==> src/hw/udma_pkg.sv <==
// ------------------------------------------------
// shared widths, address modes, sizes, engine states
// and the channel mode byte union for the micro-DMA
// ------------------------------------------------
package udma_pkg;

    localparam int num_ch = 4;                       // four independent channels
    localparam int ch_w   = $clog2(num_ch);          // channel index width
    localparam int addr_w = 8;                       // only the low byte of an address reaches the ram

    localparam logic [2:0] mode_dst_inc = 3'd0;      // destination steps up by size
    localparam logic [2:0] mode_dst_dec = 3'd1;      // destination steps down by size
    localparam logic [2:0] mode_src_inc = 3'd2;      // source steps up by size
    localparam logic [2:0] mode_src_dec = 3'd3;      // source steps down by size
    localparam logic [2:0] mode_fixed   = 3'd4;      // both addresses stay put
    localparam logic [2:0] mode_count   = 3'd5;      // no data moves, count only

    localparam logic [1:0] size_byte = 2'd0;         // 1 byte per item
    localparam logic [1:0] size_word = 2'd1;         // 2 bytes per item
    localparam logic [1:0] size_long = 2'd2;         // 4 bytes per item

    localparam logic [2:0] eng_idle = 3'd0;          // waiting for a pending trigger
    localparam logic [2:0] eng_sel  = 3'd1;          // channel registers sampled here
    localparam logic [2:0] eng_rd   = 3'd2;          // read beat from source
    localparam logic [2:0] eng_wr   = 3'd3;          // write beat to destination
    localparam logic [2:0] eng_upd  = 3'd4;          // write back addresses and count

    typedef union packed {
        logic [7:0] raw;                             // cpu view of the mode byte
        struct packed {
            logic [2:0] rsvd;                        // kept but not decoded
            logic [2:0] amode;                       // one of the mode_ values
            logic [1:0] size;                        // one of the size_ values
        } f;
    } dma_mode_u;

endpackage

==> src/hw/mem_bus_if.sv <==
// ------------------------------------------------
// byte bus port of one ram requester
// ------------------------------------------------
`timescale 1ns/1ns

interface mem_bus_if;
    import udma_pkg::*;

    logic              req;                          // held until gnt is seen
    logic              gnt;                          // high during the beat
    logic              we;                           // write beat when set
    logic [addr_w-1:0] addr;
    logic [7:0]        wdata;
    logic [7:0]        rdata;                        // valid combinationally during the beat

    modport requester (
        output req, we, addr, wdata,
        input  gnt, rdata
    );

    modport arbiter (
        input  req, we, addr, wdata,
        output gnt, rdata
    );

endinterface

==> src/hw/udma_chan_if.sv <==
// ------------------------------------------------
// channel read-out and update path, engine to regs
// ------------------------------------------------
`timescale 1ns/1ns

interface udma_chan_if;
    import udma_pkg::*;

    logic [ch_w-1:0] sel;                            // channel the engine is looking at
    logic            upd;                            // one cycle write-back strobe
    logic [31:0]     new_src;
    logic [31:0]     new_dst;
    logic [15:0]     new_cnt;
    logic [31:0]     src;                            // current values of channel sel
    logic [31:0]     dst;
    logic [15:0]     cnt;
    dma_mode_u       mode;

    modport regs   (input  sel, upd, new_src, new_dst, new_cnt, output src, dst, cnt, mode);
    modport engine (output sel, upd, new_src, new_dst, new_cnt, input  src, dst, cnt, mode);

endinterface

==> src/hw/bus_arbiter.sv <==
// ------------------------------------------------
// fixed priority ram arbiter, engine over cpu port
// ------------------------------------------------
`timescale 1ns/1ns

module bus_arbiter (
    input  logic                        clk,
    input  logic                        rst,
    mem_bus_if.arbiter                  dma,
    mem_bus_if.arbiter                  cpu,
    output logic                        ram_we,
    output logic [udma_pkg::addr_w-1:0] ram_addr,
    output logic [7:0]                  ram_wdata,
    input  logic [7:0]                  ram_rdata
);

    logic owner_q;                                   // set while the engine owns the ram path
    logic use_dma;

    assign dma.gnt = dma.req;                        // engine always wins
    assign cpu.gnt = cpu.req & ~dma.req;             // cpu waits and keeps req up

    // with nobody requesting the path stays parked on its last owner
    // so the ram inputs only move when a new grant is given
    assign use_dma = dma.req | (~cpu.req & owner_q);

    assign ram_addr  = use_dma ? dma.addr : cpu.addr;
    assign ram_wdata = use_dma ? dma.wdata : cpu.wdata;
    assign ram_we    = (dma.gnt & dma.we) | (cpu.gnt & cpu.we); // never writes without a grant

    assign dma.rdata = ram_rdata;                    // both see the same read port
    assign cpu.rdata = ram_rdata;

    always_ff @(posedge clk or posedge rst) begin
        if (rst) begin
            owner_q <= 1'b0;
        end else begin
            owner_q <= use_dma;
        end
    end

endmodule

==> src/hw/data_ram.sv <==
// ------------------------------------------------
// 256 byte shared ram, async read, sync write
// ------------------------------------------------
`timescale 1ns/1ns

module data_ram (
    input  logic                        clk,
    input  logic                        we,
    input  logic [udma_pkg::addr_w-1:0] addr,
    input  logic [7:0]                  wdata,
    output logic [7:0]                  rdata
);
    import udma_pkg::*;

    logic [7:0] mem [2**addr_w];                     // contents undefined until written

    assign rdata = mem[addr];                        // read data follows addr in the same cycle

    always_ff @(posedge clk) begin
        if (we) begin
            mem[addr] <= wdata;                      // lands on the edge that ends the beat
        end
    end

endmodule

==> src/hw/udma_engine.sv <==
// ------------------------------------------------
// trigger capture, channel pick, byte beat sequencer
// ------------------------------------------------
`timescale 1ns/1ns

module udma_engine (
    input  logic                       clk,
    input  logic                       rst,
    input  logic                       cen,
    input  logic [udma_pkg::num_ch-1:0] trig,
    output logic [udma_pkg::num_ch-1:0] dma_done,
    udma_chan_if.engine                chan,
    mem_bus_if.requester               bus
);
    import udma_pkg::*;

    logic [num_ch-1:0] pending;                      // one captured request per channel
    logic [num_ch-1:0] clr;                          // pending bits retired this cycle
    logic [num_ch-1:0] sel_oh;
    logic [ch_w-1:0]   pick;
    logic [ch_w-1:0]   sel_q;
    logic [2:0]        state;
    logic [1:0]        byte_idx;                     // byte within the current item
    logic [2:0]        step;                         // item size in bytes
    logic              last_byte;
    logic              done_now;
    logic [31:0]       src_q;                        // values sampled in eng_sel
    logic [31:0]       dst_q;
    logic [15:0]       cnt_q;
    dma_mode_u         mode_q;
    logic [7:0]        data_q;                       // byte carried from read to write beat

    always_comb begin
        pick = '0;
        for (int i = num_ch - 1; i >= 0; i--) begin
            if (pending[i]) pick = ch_w'(i);         // lowest index ends up winning
        end
    end

    always_comb begin
        case (mode_q.f.size)
            size_byte: step = 3'd1;
            size_word: step = 3'd2;
            default:   step = 3'd4;                  // long and the unused code
        endcase
    end

    assign last_byte = ({1'b0, byte_idx} == step - 3'd1);
    assign sel_oh    = num_ch'(1) << sel_q;
    assign done_now  = (state == eng_upd) && (chan.new_cnt == 16'd0);
    assign dma_done  = done_now ? sel_oh : '0;       // same cycle as upd
    // a zero count in eng_sel drops the trigger
    assign clr = ((state == eng_upd) || (state == eng_sel && chan.cnt == 16'd0)) ? sel_oh : '0;

    assign chan.sel     = sel_q;
    assign chan.upd     = (state == eng_upd);
    assign chan.new_cnt = cnt_q - 16'd1;

    always_comb begin
        chan.new_src = src_q;
        chan.new_dst = dst_q;
        case (mode_q.f.amode)
            mode_dst_inc: chan.new_dst = dst_q + 32'(step);
            mode_dst_dec: chan.new_dst = dst_q - 32'(step);
            mode_src_inc: chan.new_src = src_q + 32'(step);
            mode_src_dec: chan.new_src = src_q - 32'(step);
            default: ;                               // fixed and count leave both alone
        endcase
    end

    assign bus.req   = (state == eng_rd) || (state == eng_wr);
    assign bus.we    = (state == eng_wr);
    assign bus.addr  = (bus.we ? dst_q[addr_w-1:0] : src_q[addr_w-1:0]) + addr_w'(byte_idx);
    assign bus.wdata = data_q;

    always_ff @(posedge clk or posedge rst) begin
        if (rst) begin
            pending  <= '0;
            sel_q    <= '0;
            state    <= eng_idle;
            byte_idx <= '0;
        end else if (cen) begin
            pending <= (pending & ~clr) | trig;      // a new pulse survives its own clear
            case (state)
                eng_idle: if (|pending) begin
                    sel_q <= pick;
                    state <= eng_sel;
                end
                eng_sel: begin
                    byte_idx <= '0;
                    if (chan.cnt == 16'd0) begin
                        state <= eng_idle;
                    end else if (chan.mode.f.amode == mode_count) begin
                        state <= eng_upd;            // counter mode skips the beats
                    end else begin
                        state <= eng_rd;
                    end
                end
                eng_rd: if (bus.gnt) state <= eng_wr;
                eng_wr: if (bus.gnt) begin
                    if (last_byte) begin
                        state <= eng_upd;
                    end else begin
                        byte_idx <= byte_idx + 2'd1;
                        state    <= eng_rd;
                    end
                end
                default: state <= eng_idle;          // eng_upd lasts one cycle
            endcase
        end
    end

    always_ff @(posedge clk) begin
        if (cen) begin
            if (state == eng_sel) begin
                src_q  <= chan.src;
                dst_q  <= chan.dst;
                cnt_q  <= chan.cnt;
                mode_q <= chan.mode;
            end
            if (state == eng_rd && bus.gnt) data_q <= bus.rdata;
        end
    end

endmodule

==> src/hw/udma_regs.sv <==
// ------------------------------------------------
// channel register file, nesting counter, cpu access
// ------------------------------------------------
`timescale 1ns/1ns

module udma_regs (
    input  logic        clk,
    input  logic        rst,
    input  logic        cen,
    input  logic [31:0] regin,
    input  logic [5:0]  regsel,                      // [5:4] group, [3:2] channel, [1:0] lane
    input  logic [2:0]  regwe,                       // long, word, byte strobes
    input  logic        int_inc,
    input  logic        int_dec,
    output logic [31:0] regout,
    udma_chan_if.regs   chan
);
    import udma_pkg::*;

    logic [31:0]     sreg [num_ch];                  // source addresses
    logic [31:0]     dreg [num_ch];                  // destination addresses
    logic [15:0]     dmac [num_ch];                  // item counts
    dma_mode_u       dmam [num_ch];                  // mode bytes
    logic [15:0]     intnest;
    logic [ch_w-1:0] ch;
    logic [31:0]     mc_new;                         // merged {mode, count} word

    // strobes apply in order long, word, byte so a narrower lane overrides
    function automatic logic [31:0] merge_lanes(
        input logic [31:0] old,
        input logic [31:0] din,
        input logic [2:0]  we,
        input logic [1:0]  lane
    );
        logic [31:0] r;
        r = old;
        if (we[2]) r = din;
        if (we[1]) r[lane[1]*16 +: 16] = din[15:0];  // upper or lower half
        if (we[0]) r[lane*8 +: 8] = din[7:0];        // any of the four bytes
        return r;
    endfunction

    assign ch     = regsel[3:2];
    assign mc_new = merge_lanes({8'd0, dmam[ch].raw, dmac[ch]}, regin, regwe, regsel[1:0]);

    assign chan.src  = sreg[chan.sel];               // engine sees its channel without delay
    assign chan.dst  = dreg[chan.sel];
    assign chan.cnt  = dmac[chan.sel];
    assign chan.mode = dmam[chan.sel];

    always_ff @(posedge clk or posedge rst) begin
        if (rst) begin
            for (int i = 0; i < num_ch; i++) begin
                sreg[i] <= '0;
                dreg[i] <= '0;
                dmac[i] <= '0;
                dmam[i] <= '0;
            end
            intnest <= '0;
        end else if (cen) begin
            if (int_dec) begin
                intnest <= intnest - 16'd1;          // decrement has priority over increment
            end else if (int_inc) begin
                intnest <= intnest + 16'd1;
            end
            if (chan.upd) begin
                sreg[chan.sel] <= chan.new_src;      // engine write-back after an item
                dreg[chan.sel] <= chan.new_dst;
                dmac[chan.sel] <= chan.new_cnt;
            end
            if (regwe != 3'b000) begin               // cpu write comes last and wins a clash
                case (regsel[5:4])
                    2'd0: sreg[ch] <= merge_lanes(sreg[ch], regin, regwe, regsel[1:0]);
                    2'd1: dreg[ch] <= merge_lanes(dreg[ch], regin, regwe, regsel[1:0]);
                    2'd2: begin
                        dmam[ch].raw <= mc_new[23:16];
                        dmac[ch]     <= mc_new[15:0];
                    end
                    default: ;                       // nesting counter is read only here
                endcase
            end
        end
    end

    // read data appears one enabled cycle after regsel
    always_ff @(posedge clk or posedge rst) begin
        if (rst) begin
            regout <= '0;
        end else if (cen) begin
            case (regsel[5:4])
                2'd0:    regout <= sreg[ch];
                2'd1:    regout <= dreg[ch];
                2'd2:    regout <= {8'd0, dmam[ch].raw, dmac[ch]};
                default: regout <= {16'd0, intnest};
            endcase
        end
    end

endmodule

==> src/hw/udma_top.sv <==
// ------------------------------------------------
// micro-DMA top, regs, engine, arbiter and ram
// ------------------------------------------------
`timescale 1ns/1ns

module udma_top (
    input  logic                        clk,
    input  logic                        rst,
    input  logic                        cen,
    input  logic [31:0]                 regin,
    input  logic [5:0]                  regsel,
    input  logic [2:0]                  regwe,
    input  logic                        int_inc,
    input  logic                        int_dec,
    output logic [31:0]                 regout,
    input  logic [udma_pkg::num_ch-1:0] trig,
    output logic [udma_pkg::num_ch-1:0] dma_done,
    input  logic                        cpu_req,
    input  logic                        cpu_we,
    input  logic [udma_pkg::addr_w-1:0] cpu_addr,
    input  logic [7:0]                  cpu_wdata,
    output logic [7:0]                  cpu_rdata,
    output logic                        cpu_gnt
);
    import udma_pkg::*;

    udma_chan_if chan_i ();                          // regs to engine channel path
    mem_bus_if   dma_bus_i ();                       // engine side of the arbiter
    mem_bus_if   cpu_bus_i ();                       // cpu side of the arbiter

    logic              ram_we;
    logic [addr_w-1:0] ram_addr;
    logic [7:0]        ram_wdata;
    logic [7:0]        ram_rdata;

    assign cpu_bus_i.req   = cpu_req;
    assign cpu_bus_i.we    = cpu_we;
    assign cpu_bus_i.addr  = cpu_addr;
    assign cpu_bus_i.wdata = cpu_wdata;
    assign cpu_rdata       = cpu_bus_i.rdata;
    assign cpu_gnt         = cpu_bus_i.gnt;

    udma_regs regs_i (.clk, .rst, .cen, .regin, .regsel, .regwe, .int_inc, .int_dec,
                      .regout, .chan(chan_i.regs));

    udma_engine engine_i (.clk, .rst, .cen, .trig, .dma_done, .chan(chan_i.engine),
                          .bus(dma_bus_i.requester));

    bus_arbiter arbiter_i (.clk, .rst, .dma(dma_bus_i.arbiter), .cpu(cpu_bus_i.arbiter),
                           .ram_we, .ram_addr, .ram_wdata, .ram_rdata);

    data_ram ram_i (.clk, .we(ram_we), .addr(ram_addr), .wdata(ram_wdata), .rdata(ram_rdata));

endmodule

==> config.mk <==
export PLATFORM = sky130hd
export DESIGN_NAME = udma_top
export DESIGN_NICKNAME = d
export VERILOG_FILES = /design/src/hw/udma_pkg.sv /design/src/hw/mem_bus_if.sv /design/src/hw/udma_chan_if.sv /design/src/hw/bus_arbiter.sv /design/src/hw/data_ram.sv /design/src/hw/udma_engine.sv /design/src/hw/udma_regs.sv /design/src/hw/udma_top.sv
export SDC_FILE = /design/constraint.sdc
export NUM_CORES = 2
export LEC_CHECK = 0
export BUFFER_PORTS_ARGS = -buffer_cell sky130_fd_sc_hd__buf_4
export CAP_MARGIN = 10
export CORE_MARGIN = 10
export CORE_UTILIZATION = 50
export CTS_CLUSTER_DIAMETER = 80
export DETAILED_ROUTE_END_ITERATION = 10
export GPL_ROUTABILITY_DRIVEN = 0
export PLACE_DENSITY = 0.65
export REMOVE_ABC_BUFFERS = 1
export SYNTH_ARGS = -nofsm -noshare
export SYNTH_HDL_FRONTEND = slang
export SYNTH_SLANG_ARGS = --single-unit
export TNS_END_PERCENT = 20
==> constraint.sdc <==
create_clock -name clk -period 27.4 [get_ports clk]
set_input_delay 0 -clock clk [delete_from_list [all_inputs] [get_ports clk]]
set_output_delay 0 -clock clk [all_outputs]
set_load 0.05 [all_outputs]
==> results.yml <==
routing:
  antenna_left: 0
  wl_microns: 320000
  drcViolationCount: 0
  via_per_inst: 6.60
  vias: 68800
  wl_per_cell_microns: 30.7
  dr.first_iter.drc_count: 8777
  drtPass1Iterations: 6
power:
  powerDensity_nw_per_um2: 124
  vdd_drop_max_mv: 0.164
  p_leak_uw: 0.0421
  power_uw: 15500
critical_path:
  reg2reg_to: "engine_i.bus.wdata[4]$_DFFE_PP_"
  path_class: "reg2out"
  r2r_slack_ps: 19900
  end_kind: "output pin"
  worstPathArrival_ps: 8390
  r2r-start: "engine_i.state[1]$_DFFE_PP0P_"
  critPathMaxFanout: 124
  reg2reg_depth: 14
  startpoint_type: "flop"
  required_ps: 27400
synthesis:
  ys_top_cells_by_count: "edfxtp_1, nand2_1, mux4_2, nor2_1, dfrtp_1"
  yosysUniqueCellTypes: 85
  ys_warn_count: 0
  synthTopCellsByArea: "edfxtp_1, mux4_2, dfrtp_1"
  synth_area_sq_um: 111000
  ys_async_sr_fraction: 0.161
  synth_top_area_cell: "edfxtp_1"
  syn_avg_cell_area_sq_um: 15.7
  yosysTopAreaCellShare: 0.578
  synth_edf_count: 2141
  synth_most_common_cell: "edfxtp_1"
  synthFlopType: "edfxtp_1"
  synth-seq-cells: 2553
  netlist_instances: 7086
  ys_seq_area_frac: 0.671
clocking:
  cts.sink_count: 2553
  insertion_delay_ps: 930
  cts_max_level: 5
  clock_path_buffers: 4
  ctsResizeCount: 0
  cts_inserted_buffers: 278
  clock-root-buffer: "clkbuf_16"
  clkTransAtPathRegs_ps: 70
  cts_tree: "done"
global_routing:
  grt_overflow: 0
  grt_pass1_vias: 68600
  antenna_found_initial: 9
  grt_pass1_wl_microns: 470000
  grt_max_degree: 221
  track_usage: 0.259
floorplan:
  initial_core_util: 0.501
  num_rows: 173
  design.core.area_sq_um: 222000
  die_h_microns: 492
  ios: 113
  fp.dieW_microns: 492
  die_area_sq_um: 242000
worst_hold_path:
  hold_path_class: "in2reg"
  hold_depth: 3
  min_to: "ram_i.mem[181][4]$_DFFE_PP_"
  hp-start: "cpu_wdata[4]"
sta:
  fin_crit_sh: 0.306
  slew_viol_final: 0
  skew_ps: 56.1
  setup-tns-final_ps: 0
  rsz0062_at_grt: "no"
  tightest_slew_ps: 1370
  hold_ws_ps: 85.6
  hold_viol: 0
  max_freq_mhz: 119
  slew_headroom: 0.0840
  setup_violations: 0
  setup_slack_ps: 19010
  fin_crit_ps: 8390
run_status:
  run_status: "complete, no violations"
flow_run:
  maxCapViolations: 0
final_layout:
  nets: 7399
  area.growth.synth_to_final_pct: 12.1
  drive_gt1_frac: 0.195
placed_design:
  post-dp-hpwl_microns: 196000
  io_buffer_count: 112
  post-place-ws_ps: 19740
==> cell type report <==
cell class,count,area [sq um]
Timing Repair Buffer,330,2800
Tap cell,2975,3720
Fill cell,16900,97200
Multi-Input combinational cell,4036,34700
Antenna cell,6,15.0
Clock buffer,347,7440
Inverter,44,173
Sequential cell,2553,74600
Clock inverter,131,1200
==> per-layer routing <==
layer	vias to the layer above	global-route usage	part of all wire
met2	4178	0.406	0.47
met4	10	0.119	0.050
li1	28400	-	-
met3	858	0.0619	0.10
met5	-	0	0.00023
met1	35300	0.344	0.38
==> stage by stage <==
step / cells / cell area [sq um] / utilization
2_1_floorplan: 6633 / 109000 / -
5_1_grt: 10400 / 125000 / 0.562
4_1_cts: 10400 / 125000 / 0.562
6_report: 10400 / 125000 / 0.562
3_5_place_dp: 9860 / 115000 / 0.519
3_3_place_gp: 9857 / 115000 / 0.519
==> cell families after synthesis <==
family | count (synthesis) | synth area share
mux | 777 | 0.149
fa+ha+maj | 88 | 0.0102
simple gates | 1848 | 0.0709
flops | 2553 | 0.671
compound gates | 1234 | 0.0722
xor+xnor | 89 | 0.00701
buf+inv | 497 | 0.0199
==> placed cells by master, fill, tap and decap left out, drive strengths merged, types with 76 or more instances in the layout <==
cell type | synthesis | final
a21oi | 326 | 326
a22o | 106 | 106
buf | 196 | 253
clkbuf | 257 | 348
clkinv | 0 | 86
dfrtp | 412 | 412
dlygate4sd3 | 0 | 76
edfxtp | 2141 | 2141
ha | 84 | 84
mux4 | 701 | 701
nand2 | 815 | 815
nand3 | 243 | 243
nor2 | 550 | 550
o21ai | 213 | 213
o22ai | 186 | 186
==> flip-flops by register name, indices dropped and copies added (netlist names) <==
signal	count
ram_i.mem	2048
arbiter_i.owner_q	1
engine_i.cnt_q	16
regs_i.dreg	128
regs_i.intnest	16
engine_i.byte_idx	2
regs_i.dmam	32
regs_i.dmac	64
engine_i.state	3
engine_i.src_q	32
engine_i.chan.sel	2
regs_i.sreg	128
engine_i.pending	4
engine_i.bus.wdata	8
engine_i.dst_q	32
regs_i.regout	32
engine_i.mode_q	5
==> report_power, final <==
| part | total, uW | leakage, uW | switching (uW) | internal, uW |
|---|---|---|---|---|
| clock network | 3630 | 0.00421 | 1510 | 2120 |
| logic | 6380 | 0.0136 | 3990 | 2380 |
| registers | 5460 | 0.0244 | 274 | 5180 |
==> how the worst max path moves through the flow <==
| stage | start | endpoint | slack [ps] | cells after the start |
|---|---|---|---|---|
| floorplan | engine_i.state[1]$_DFFE_PP0P_ | ram_i.mem[132][0]$_DFFE_PP_ | 4240 | 7 |
| global placement | engine_i.state[1]$_DFFE_PP0P_ | engine_i.bus.wdata[0]$_DFFE_PP_ | 19400 | 16 |
| finish | engine_i.state[1]$_DFFE_PP0P_ | cpu_rdata[4] | 19010 | 15 |
| CTS | engine_i.state[1]$_DFFE_PP0P_ | cpu_rdata[3] | 18820 | 17 |
| detailed placement | engine_i.state[1]$_DFFE_PP0P_ | engine_i.bus.wdata[3]$_DFFE_PP_ | 19740 | 16 |
| global route | engine_i.state[1]$_DFFE_PP0P_ | cpu_rdata[3] | 18580 | 17 |
==> worst max-delay path, stage by stage (launching register included) <==
cell	delay, ps
dfrtp_1	630
nand2b_4	110
o21a_4	270
inv_1	790
mux2i_4	500
buf_4	620
buf_12	580
buf_12	540
mux4_2	440
nand2_1	90
and3_1	180
a311oi_1	60
o21ai_0	1020
nor4b_2	790
nand3_1	330
buf_4	290
==> repair_timing <==
action,CTS,global route
endpoints found under the hold margin,519,0
hold buffers,76,0
buffers inserted,0,0
setup endpoints to repair,0,0
Note: power is estimated with default switching activity, not from simulation.
